<file path="src/include/id_consts.svh">
//////////////////////////////////////////////////
// Instruction ID bookkeeping constants
// Sizes of the ID space, retire ports and counts
//////////////////////////////////////////////////
`ifndef ID_CONSTS_SVH
`define ID_CONSTS_SVH

// Number of rolling instruction IDs
`define MAX_IDS 8

// Width of one ID, log2 of MAX_IDS
`define ID_W 3

// Number of retire ports on the commit side
`define COMMIT_PORTS 2

// Completion count width, holds branch + store + system + retire ports
`define COUNT_W 3

// Fetched IDs waiting for decode, one slot per rolling ID
`define FIFO_DEPTH `MAX_IDS

`endif

</file>
<file path="src/source/id_pkg.sv">
//////////////////////////////////////////////////
// ID bookkeeping types
// Shared by the allocator, status tracker and top
//////////////////////////////////////////////////
`include "id_consts.svh"

package id_pkg;

    // Rolling instruction ID
    typedef logic [`ID_W-1:0] id_t;

    // Number of completions seen in one cycle
    typedef logic [`COUNT_W-1:0] count_t;

    //////////////////////////////////////////////////
    // Issue stage view

    // Instruction in the issue stage
    //   stage_valid  an instruction occupies the stage
    //   issued       it leaves the stage this cycle
    //   uses_rd      it writes a destination register
    typedef struct packed {
        id_t  id;
        logic stage_valid;
        logic issued;
        logic uses_rd;
    } issue_packet_t;

endpackage

</file>
<file path="src/source/toggle_memory.sv">
//////////////////////////////////////////////////
// Toggle memory, one bit per instruction ID
// Write inverts a bit, read is asynchronous
//////////////////////////////////////////////////
`timescale 1ns/10ps
`include "id_consts.svh"

module toggle_memory
    import id_pkg::*;
(
    input  logic clk,
    input  logic rst,

    input  logic toggle_i,
    input  id_t  toggle_id_i,

    input  id_t  read_id_i,
    output logic read_data_o
);

    // One parity bit per ID
    logic [`MAX_IDS-1:0] bits_q;

    always_ff @(posedge clk) begin
        if (rst) begin
            bits_q <= '0;
        end else if (toggle_i) begin
            bits_q[toggle_id_i] <= ~bits_q[toggle_id_i];
        end
    end

    // Lookup sees the state after the previous edge
    assign read_data_o = bits_q[read_id_i];

endmodule

</file>
<file path="src/source/id_fifo.sv">
//////////////////////////////////////////////////
// In-order FIFO of fetched instruction IDs
// Circular buffer with a synchronous clear
//////////////////////////////////////////////////
`timescale 1ns/10ps
`include "id_consts.svh"

module id_fifo
    import id_pkg::*;
(
    input  logic clk,
    input  logic rst,

    input  logic clear_i,

    input  logic push_i,
    input  id_t  data_i,

    input  logic pop_i,
    output id_t  data_o,
    output logic valid_o
);

    localparam int PTR_W = $clog2(`FIFO_DEPTH);
    localparam int CNT_W = $clog2(`FIFO_DEPTH + 1);

    typedef logic [PTR_W-1:0] ptr_t;

    id_t              mem_q [`FIFO_DEPTH];
    ptr_t             rd_ptr_q;
    ptr_t             wr_ptr_q;
    logic [CNT_W-1:0] count_q;

    logic do_push;
    logic do_pop;

    // Clear takes priority over a push in the same cycle
    assign do_push = push_i & ~clear_i;
    assign do_pop  = pop_i & valid_o;

    function automatic ptr_t ptr_inc(input ptr_t ptr);
        return (ptr == ptr_t'(`FIFO_DEPTH - 1)) ? '0 : ptr + ptr_t'(1);
    endfunction

    //////////////////////////////////////////////////
    // Pointers and occupancy
    always_ff @(posedge clk) begin
        if (rst | clear_i) begin
            rd_ptr_q <= '0;
            wr_ptr_q <= '0;
            count_q  <= '0;
        end else begin
            if (do_push) begin
                wr_ptr_q <= ptr_inc(wr_ptr_q);
            end
            if (do_pop) begin
                rd_ptr_q <= ptr_inc(rd_ptr_q);
            end
            count_q <= count_q + CNT_W'(do_push) - CNT_W'(do_pop);
        end
    end

    // Storage
    always_ff @(posedge clk) begin
        if (do_push) begin
            mem_q[wr_ptr_q] <= data_i;
        end
    end

    assign data_o  = mem_q[rd_ptr_q];
    assign valid_o = (count_q != '0);

endmodule

</file>
<file path="src/source/id_allocator.sv">
//////////////////////////////////////////////////
// Instruction ID allocator
// Next-ID and fetch-ID counters with fetch FIFO
//////////////////////////////////////////////////
`timescale 1ns/10ps

module id_allocator
    import id_pkg::*;
(
    input  logic clk,
    input  logic rst,

    input  logic fetch_flush_i,

    // ID issue to fetch
    input  logic pc_id_assigned_i,
    output id_t  pc_id_o,
    output id_t  pc_id_next_o,

    // Fetch stage
    input  logic fetch_complete_i,
    output id_t  fetch_id_o,

    // Decode stage
    input  logic decode_advance_i,
    output id_t  decode_id_o,
    output logic decode_id_valid_o
);

    // Next ID keeps counting through a flush
    assign pc_id_next_o = pc_id_o + id_t'(pc_id_assigned_i);

    always_ff @(posedge clk) begin
        if (rst) begin
            pc_id_o <= '0;
        end else begin
            pc_id_o <= pc_id_next_o;
        end
    end

    // Fetch ID restarts from the next ID after a flush
    always_ff @(posedge clk) begin
        if (rst) begin
            fetch_id_o <= '0;
        end else if (fetch_flush_i) begin
            fetch_id_o <= pc_id_o;
        end else begin
            fetch_id_o <= fetch_id_o + id_t'(fetch_complete_i);
        end
    end

    //////////////////////////////////////////////////
    // IDs fetched but not yet decoded
    id_fifo u_fetch_fifo (
        .clk     (clk),
        .rst     (rst),
        .clear_i (fetch_flush_i),
        .push_i  (fetch_complete_i),
        .data_i  (fetch_id_o),
        .pop_i   (decode_advance_i),
        .data_o  (decode_id_o),
        .valid_o (decode_id_valid_o)
    );

endmodule

</file>
<file path="src/source/id_status.sv">
//////////////////////////////////////////////////
// ID status tracker built from toggle memories
// Availability, source in-use and completion count
//////////////////////////////////////////////////
`timescale 1ns/10ps
`include "id_consts.svh"

module id_status
    import id_pkg::*;
(
    input  logic                     clk,
    input  logic                     rst,

    input  logic                     fetch_flush_i,
    input  id_t                      pc_id_next_i,

    // Decode and issue
    input  logic                     decode_advance_i,
    input  id_t                      decode_id_i,
    input  issue_packet_t            issue_i,

    // Source lookups
    input  id_t                      rs1_id_i,
    input  id_t                      rs2_id_i,

    // Completion sources
    input  logic                     branch_complete_i,
    input  id_t                      branch_id_i,
    input  logic                     store_complete_i,
    input  id_t                      store_id_i,
    input  logic                     system_complete_i,
    input  logic                     exception_rd_i,
    input  id_t                      system_id_i,
    input  logic [`COMMIT_PORTS-1:0] retired_i,
    input  id_t  [`COMMIT_PORTS-1:0] retire_ids_i,

    output logic                     pc_id_available_o,
    output logic                     rs1_id_inuse_o,
    output logic                     rs2_id_inuse_o,
    output count_t                   retire_inc_o
);

    logic decoded_st;
    logic decode_done_st;
    logic issued_st;
    logic issued_rs1_st;
    logic issued_rs2_st;
    logic branch_st;
    logic store_st;
    logic system_st;
    logic exc_rd_rs1_st;
    logic exc_rd_rs2_st;

    logic [`COMMIT_PORTS-1:0] retired_st;
    logic [`COMMIT_PORTS-1:0] retired_rs1_st;
    logic [`COMMIT_PORTS-1:0] retired_rs2_st;

    logic   issued_rd;
    logic   id_free;
    count_t complete_count;

    // Issued instructions that will write the register file
    assign issued_rd = issue_i.issued & issue_i.uses_rd;

    //////////////////////////////////////////////////
    // Decoded, then issued or dropped by a flush
    toggle_memory u_decode_mem (
        .clk(clk), .rst(rst),
        .toggle_i(decode_advance_i & ~fetch_flush_i), .toggle_id_i(decode_id_i),
        .read_id_i(pc_id_next_i), .read_data_o(decoded_st)
    );
    toggle_memory u_decode_done_mem (
        .clk(clk), .rst(rst),
        .toggle_i(issue_i.issued | (fetch_flush_i & issue_i.stage_valid)),
        .toggle_id_i(issue_i.id),
        .read_id_i(pc_id_next_i), .read_data_o(decode_done_st)
    );

    //////////////////////////////////////////////////
    // In flight after issue, looked up by next ID
    toggle_memory u_issued_mem (
        .clk(clk), .rst(rst),
        .toggle_i(issue_i.issued), .toggle_id_i(issue_i.id),
        .read_id_i(pc_id_next_i), .read_data_o(issued_st)
    );
    toggle_memory u_branch_mem (
        .clk(clk), .rst(rst),
        .toggle_i(branch_complete_i), .toggle_id_i(branch_id_i),
        .read_id_i(pc_id_next_i), .read_data_o(branch_st)
    );
    toggle_memory u_store_mem (
        .clk(clk), .rst(rst),
        .toggle_i(store_complete_i), .toggle_id_i(store_id_i),
        .read_id_i(pc_id_next_i), .read_data_o(store_st)
    );
    toggle_memory u_system_mem (
        .clk(clk), .rst(rst),
        .toggle_i(system_complete_i), .toggle_id_i(system_id_i),
        .read_id_i(pc_id_next_i), .read_data_o(system_st)
    );

    //////////////////////////////////////////////////
    // Destination writers, looked up by source IDs
    toggle_memory u_issued_rs1_mem (
        .clk(clk), .rst(rst),
        .toggle_i(issued_rd), .toggle_id_i(issue_i.id),
        .read_id_i(rs1_id_i), .read_data_o(issued_rs1_st)
    );
    toggle_memory u_issued_rs2_mem (
        .clk(clk), .rst(rst),
        .toggle_i(issued_rd), .toggle_id_i(issue_i.id),
        .read_id_i(rs2_id_i), .read_data_o(issued_rs2_st)
    );
    toggle_memory u_exc_rd_rs1_mem (
        .clk(clk), .rst(rst),
        .toggle_i(exception_rd_i), .toggle_id_i(system_id_i),
        .read_id_i(rs1_id_i), .read_data_o(exc_rd_rs1_st)
    );
    toggle_memory u_exc_rd_rs2_mem (
        .clk(clk), .rst(rst),
        .toggle_i(exception_rd_i), .toggle_id_i(system_id_i),
        .read_id_i(rs2_id_i), .read_data_o(exc_rd_rs2_st)
    );

    // Each retire port gets its own memory on every read port
    for (genvar p = 0; p < `COMMIT_PORTS; p++) begin : g_retire
        toggle_memory u_retire_mem (
            .clk(clk), .rst(rst),
            .toggle_i(retired_i[p]), .toggle_id_i(retire_ids_i[p]),
            .read_id_i(pc_id_next_i), .read_data_o(retired_st[p])
        );
        toggle_memory u_retire_rs1_mem (
            .clk(clk), .rst(rst),
            .toggle_i(retired_i[p]), .toggle_id_i(retire_ids_i[p]),
            .read_id_i(rs1_id_i), .read_data_o(retired_rs1_st[p])
        );
        toggle_memory u_retire_rs2_mem (
            .clk(clk), .rst(rst),
            .toggle_i(retired_i[p]), .toggle_id_i(retire_ids_i[p]),
            .read_id_i(rs2_id_i), .read_data_o(retired_rs2_st[p])
        );
    end

    //////////////////////////////////////////////////
    // Parity checks

    // Free when both the decode pair and the in-flight set are balanced
    assign id_free = ~(decoded_st ^ decode_done_st) &
                     ~(issued_st ^ branch_st ^ store_st ^ system_st ^ (^retired_st));

    // Only destination writers sit in the register-to-ID table
    assign rs1_id_inuse_o = issued_rs1_st ^ exc_rd_rs1_st ^ (^retired_rs1_st);
    assign rs2_id_inuse_o = issued_rs2_st ^ exc_rd_rs2_st ^ (^retired_rs2_st);

    // Status of the next ID, ready together with the new pc_id
    always_ff @(posedge clk) begin
        if (rst) begin
            pc_id_available_o <= 1'b1;
        end else begin
            pc_id_available_o <= id_free;
        end
    end

    // Completions this cycle
    always_comb begin
        complete_count = count_t'(branch_complete_i) + count_t'(store_complete_i) +
                         count_t'(system_complete_i);
        for (int p = 0; p < `COMMIT_PORTS; p++) begin
            complete_count += count_t'(retired_i[p]);
        end
    end

    always_ff @(posedge clk) begin
        if (rst) begin
            retire_inc_o <= '0;
        end else begin
            retire_inc_o <= complete_count;
        end
    end

endmodule

</file>
<file path="src/source/id_management.sv">
//////////////////////////////////////////////////
// Instruction ID management, top level
// Connects the ID allocator and status tracker
//////////////////////////////////////////////////
`timescale 1ns/10ps
`include "id_consts.svh"

module id_management
    import id_pkg::*;
(
    input  logic                     clk,
    input  logic                     rst,

    input  logic                     fetch_flush_i,

    // ID issue
    output id_t                      pc_id_o,
    output logic                     pc_id_available_o,
    input  logic                     pc_id_assigned_i,

    // Fetch stage
    output id_t                      fetch_id_o,
    input  logic                     fetch_complete_i,

    // Decode stage
    input  logic                     decode_advance_i,
    output id_t                      decode_id_o,
    output logic                     decode_id_valid_o,

    // Issue stage
    input  issue_packet_t            issue_i,
    input  id_t                      rs1_id_i,
    input  id_t                      rs2_id_i,
    output logic                     rs1_id_inuse_o,
    output logic                     rs2_id_inuse_o,

    // Completion
    input  logic                     branch_complete_i,
    input  id_t                      branch_id_i,
    input  logic                     store_complete_i,
    input  id_t                      store_id_i,
    input  logic                     system_complete_i,
    input  logic                     exception_rd_i,
    input  id_t                      system_id_i,
    input  logic [`COMMIT_PORTS-1:0] retired_i,
    input  id_t  [`COMMIT_PORTS-1:0] retire_ids_i,

    output count_t                   retire_inc_o
);

    // ID that pc_id_o takes at the next edge
    id_t pc_id_next;

    id_allocator u_allocator (
        .clk               (clk),
        .rst               (rst),
        .fetch_flush_i     (fetch_flush_i),
        .pc_id_assigned_i  (pc_id_assigned_i),
        .pc_id_o           (pc_id_o),
        .pc_id_next_o      (pc_id_next),
        .fetch_complete_i  (fetch_complete_i),
        .fetch_id_o        (fetch_id_o),
        .decode_advance_i  (decode_advance_i),
        .decode_id_o       (decode_id_o),
        .decode_id_valid_o (decode_id_valid_o)
    );

    id_status u_status (
        .clk               (clk),
        .rst               (rst),
        .fetch_flush_i     (fetch_flush_i),
        .pc_id_next_i      (pc_id_next),
        .decode_advance_i  (decode_advance_i),
        .decode_id_i       (decode_id_o),
        .issue_i           (issue_i),
        .rs1_id_i          (rs1_id_i),
        .rs2_id_i          (rs2_id_i),
        .branch_complete_i (branch_complete_i),
        .branch_id_i       (branch_id_i),
        .store_complete_i  (store_complete_i),
        .store_id_i        (store_id_i),
        .system_complete_i (system_complete_i),
        .exception_rd_i    (exception_rd_i),
        .system_id_i       (system_id_i),
        .retired_i         (retired_i),
        .retire_ids_i      (retire_ids_i),
        .pc_id_available_o (pc_id_available_o),
        .rs1_id_inuse_o    (rs1_id_inuse_o),
        .rs2_id_inuse_o    (rs2_id_inuse_o),
        .retire_inc_o      (retire_inc_o)
    );

endmodule

</file>
<file path="config.mk">
export PLATFORM = sky130hd
export DESIGN_NAME = id_management
export DESIGN_NICKNAME = d
export VERILOG_FILES = /design/src/source/id_pkg.sv /design/src/source/toggle_memory.sv /design/src/source/id_fifo.sv /design/src/source/id_allocator.sv /design/src/source/id_status.sv /design/src/source/id_management.sv
export VERILOG_INCLUDE_DIRS = /design/src /design/src/include
export SDC_FILE = /design/constraint.sdc
export NUM_CORES = 1
export LEC_CHECK = 0
export BUFFER_PORTS_ARGS = -buffer_cell sky130_fd_sc_hd__buf_2
export CORE_ASPECT_RATIO = 0.6
export CORE_MARGIN = 1.5
export CORE_UTILIZATION = 35
export CTS_CLUSTER_SIZE = 25
export DETAILED_ROUTE_END_ITERATION = 16
export GPL_ROUTABILITY_DRIVEN = 0
export RECOVER_POWER = 50
export SYNTH_ARGS = -nofsm -noshare
export SYNTH_HDL_FRONTEND = slang
export SYNTH_HIERARCHICAL = 1
export SYNTH_SLANG_ARGS = --single-unit
</file>
<file path="constraint.sdc">
create_clock -name clk -period 3.9 [get_ports clk]
set_input_delay 0.78 -clock clk [delete_from_list [all_inputs] [get_ports clk]]
set_output_delay 0.78 -clock clk [all_outputs]
set_load 0.01 [all_outputs]
</file>
==> impl_metrics.tcl <==
set metrics [dict create \
    drive_above_1_share 0.191 \
    ys_ff_latch 175 \
    rows 44 \
    area_delta_synth_final_pct 13.5 \
    finalHoldViolCount 0 \
    fp.coreArea_sq_um 24300 \
    nets 855 \
    antenna_found_initial 0 \
    initial_core_util 0.357 \
    syn_inst 740 \
    fillers 2316 \
    hp-class "reg2reg" \
    clock_sinks 175 \
    crit_fanout 8 \
    grt_pass1_vias 5488 \
    crit_type "in2out" \
    cp-start-kind "input port" \
    root_buffer "clkbuf_16" \
    ir_worst_vdd_v 0.000281 \
    fmax_mhz 313 \
    cts_resized 0 \
    remaining_drc_errors 0 \
    fin_crit_sh 0.819 \
    cp_slowest_cell "mux4_1" \
    cts_setup_buffers 0 \
    path_clk_slew_ns 0.07 \
    outcome "finished, violations left" \
    crit_path_max_incr_delay_ns 0.59 \
    synth_flop_cell "dfxtp_1" \
    wl_per_cell_um 17.2 \
    drt_iter0_markers 497 \
    worst_pin_slew_ns 2.28 \
    ys_warn_count 6 \
    ant_nets 0 \
    drv_cap 1 \
    avgViaCountPerCell 5.08 \
    io_pins 55 \
    tritoncts "built" \
    setup_tns_ns 0 \
    failed_checks "capacitance limit, slew limit" \
    seq_area_frac_synth 0.432 \
    rsz0062_at_grt "false" \
    synthesis.area_sq_um 8670 \
    slew_headroom -0.517 \
    clock_path_buffers 2 \
    whs_ns 0.504 \
    synth_edf_count 24 \
    htreeDepth 4 \
    netlist_top_cells_area "dfxtp_1 (35%), mux4_1 (12%), edfxtp_1 (8.3%), xnor2_1 (7.4%), and4bb_2 (6.9%)" \
    chipHeight_um 125 \
    worstPathCellList "buf_2 -> mux4_1 -> mux2_2 -> xnor2_1 -> xnor2_1 -> buf_2" \
    drt-total-wl_mm 19.5 \
    final.setup.worst_slack_ns 0.705 \
    ys_types 35 \
    synth_top_area_share 0.349 \
    pre_cts_ws_ns 0.408 \
    numCtsBuffers 17 \
    layout_commonest_cell "dfxtp_1" \
    crit_path_end_kind "primary output" \
    insertion_delay_ns 0.43 \
    postSynth.asyncResetShare 0 \
    firstDrtPassIters 4 \
    final_cell_mix "dfxtp_1 (151), nor2_1 (140), xnor2_1 (73)" \
    grt_max_degree 56 \
    overflow 0 \
    dp_hpwl_mm 12.6 \
    synth_fp_nets 795 \
    p_leak_nw 3.73 \
    hold_buffers 0 \
    grt_pass1_wl_mm 31.9 \
    die_area_sq_um 25800 \
    yosysTopAreaCell "dfxtp_1" \
    via_count 5764 \
    antennaDiodeCount 0 \
    avgSynthCellArea_sq_um 11.7 \
    die_w_um 206 \
    period_needed_ns 3.19 \
    clock_skew_ns 0.00677 \
    portBuffers 54 \
    worstPathArrival_ns 2.41 \
    track_usage 0.160 \
    setup-violations-final 0 \
    cellPowerDensity_nw_per_um2 405 \
    power_mw 3.98 \
    crit_required_ns 3.12 \
    finalMaxSlewViolations 50 \
]
==> Yosys cell counts, types with 2 or more instances <==
| master | number |
|---|---|
| nor2_1 | 140 |
| edfxtp_1 | 24 |
| dfxtp_1 | 151 |
| nor2b_1 | 8 |
| nor4b_1 | 16 |
| nand4b_1 | 49 |
| o21ai_0 | 4 |
| fa_1 | 3 |
| nand4_1 | 16 |
| nand2b_1 | 3 |
| nor3b_1 | 2 |
| nor3_1 | 2 |
| mux2_2 | 19 |
| ha_1 | 13 |
| buf_1 | 16 |
| and4bb_2 | 48 |
| xor2_1 | 68 |
| mux4_1 | 38 |
| or3_1 | 2 |
| mux2i_1 | 4 |
| inv_1 | 12 |
| nand2_1 | 5 |
| xnor2_1 | 73 |
| and2_1 | 3 |
| a21oi_1 | 9 |
| a21o_1 | 3 |
==> metal layers <==
metal	routed length, um	up-vias	global-route usage
li1	-	2847	-
met1	11300	2835	0.268
met2	7480	75	0.194
met3	644	7	0.0372
met4	131	0	0.0409
met5	0	-	0
==> cell families (layout without fill, tap and decap cells) <==
logic type,after synthesis,count (layout),share of synthesized area
fa+ha+maj,16,16,0.0257
compound gates,17,17,0.0115
simple gates,299,299,0.228
buf+inv,30,103,0.0139
flops,175,175,0.432
xor+xnor,142,142,0.145
mux,61,61,0.144
==> path summary, 6_finish.rpt <==
kind | from | end | slack, ns | cells after the start
max | rs2_id_i[2] | rs2_id_inuse_o | 0.71 | 6
max reg2reg | u_allocator/pc_id_o[0] | u_status/pc_id_available_o | 0.98 | 7
min reg2reg | u_allocator/u_fetch_fifo/wr_ptr_q[1] | u_allocator/u_fetch_fifo/wr_ptr_q[1] | 0.50 | 2
min | u_allocator/u_fetch_fifo/wr_ptr_q[1] | u_allocator/u_fetch_fifo/wr_ptr_q[1] | 0.50 | 2
==> worst max-delay path: cells and delay by family <==
family	cells	cell delay, ns
XOR/XNOR	2	0.37
buffers and inverters	2	0.38
multiplexers	2	0.88
==> where the power goes <==
group	total, mW	internal [mW]	switching [mW]
Sequential	1.95	1.90	0.0533
Combinational	0.480	0.222	0.258
Clock	1.56	0.815	0.742
==> state kept, by name, indices dropped and copies added, names as in the netlist, named ones only <==
register and cells:
u_status/u_exc_rd_rs1_mem/bits_q 8, u_status/u_system_mem/bits_q 8, u_status/g_retire.u_retire_rs1_mem/bits_q 16, u_status/retire_inc_o 3, u_status/g_retire.u_retire_mem/bits_q 16, u_status/u_issued_mem/bits_q 8
u_allocator/u_fetch_fifo/wr_ptr_q 3, u_status/u_store_mem/bits_q 8, u_allocator/u_fetch_fifo/rd_ptr_q 3, u_status/u_decode_done_mem/bits_q 8, u_status/g_retire.u_retire_rs2_mem/bits_q 16, u_allocator/u_fetch_fifo/mem_q 24
u_status/u_exc_rd_rs2_mem/bits_q 8, u_allocator/fetch_id_o 3, u_allocator/pc_id_o 3, u_status/u_issued_rs1_mem/bits_q 8, u_status/u_branch_mem/bits_q 8, u_status/u_decode_mem/bits_q 8
u_status/pc_id_available_o 1, u_allocator/u_fetch_fifo/count_q 4, u_status/u_issued_rs2_mem/bits_q 8
==> layout make-up <==
| class | count | area (sq um) | area share |
|---|---|---|---|
| Clock inverter | 13 | 92.6 | 0.00940 |
| Multi-Input combinational cell | 535 | 4810 | 0.488 |
| Clock buffer | 19 | 433 | 0.0440 |
| Sequential cell | 175 | 3740 | 0.380 |
| Tap cell | 322 | 403 | 0.0409 |
| Timing Repair Buffer | 59 | 319 | 0.0324 |
| Inverter | 12 | 45.0 | 0.00457 |
==> through the flow <==
stage / instances / utilization / cell area, sq um
floorplan: 740 / - / 8670
global placement: 1103 / 0.384 / 9330
detailed placement: 1103 / 0.384 / 9330
CTS: 1135 / 0.406 / 9850
global route: 1135 / 0.406 / 9850
finish: 1135 / 0.406 / 9850
(Power assumes the default switching activity.)
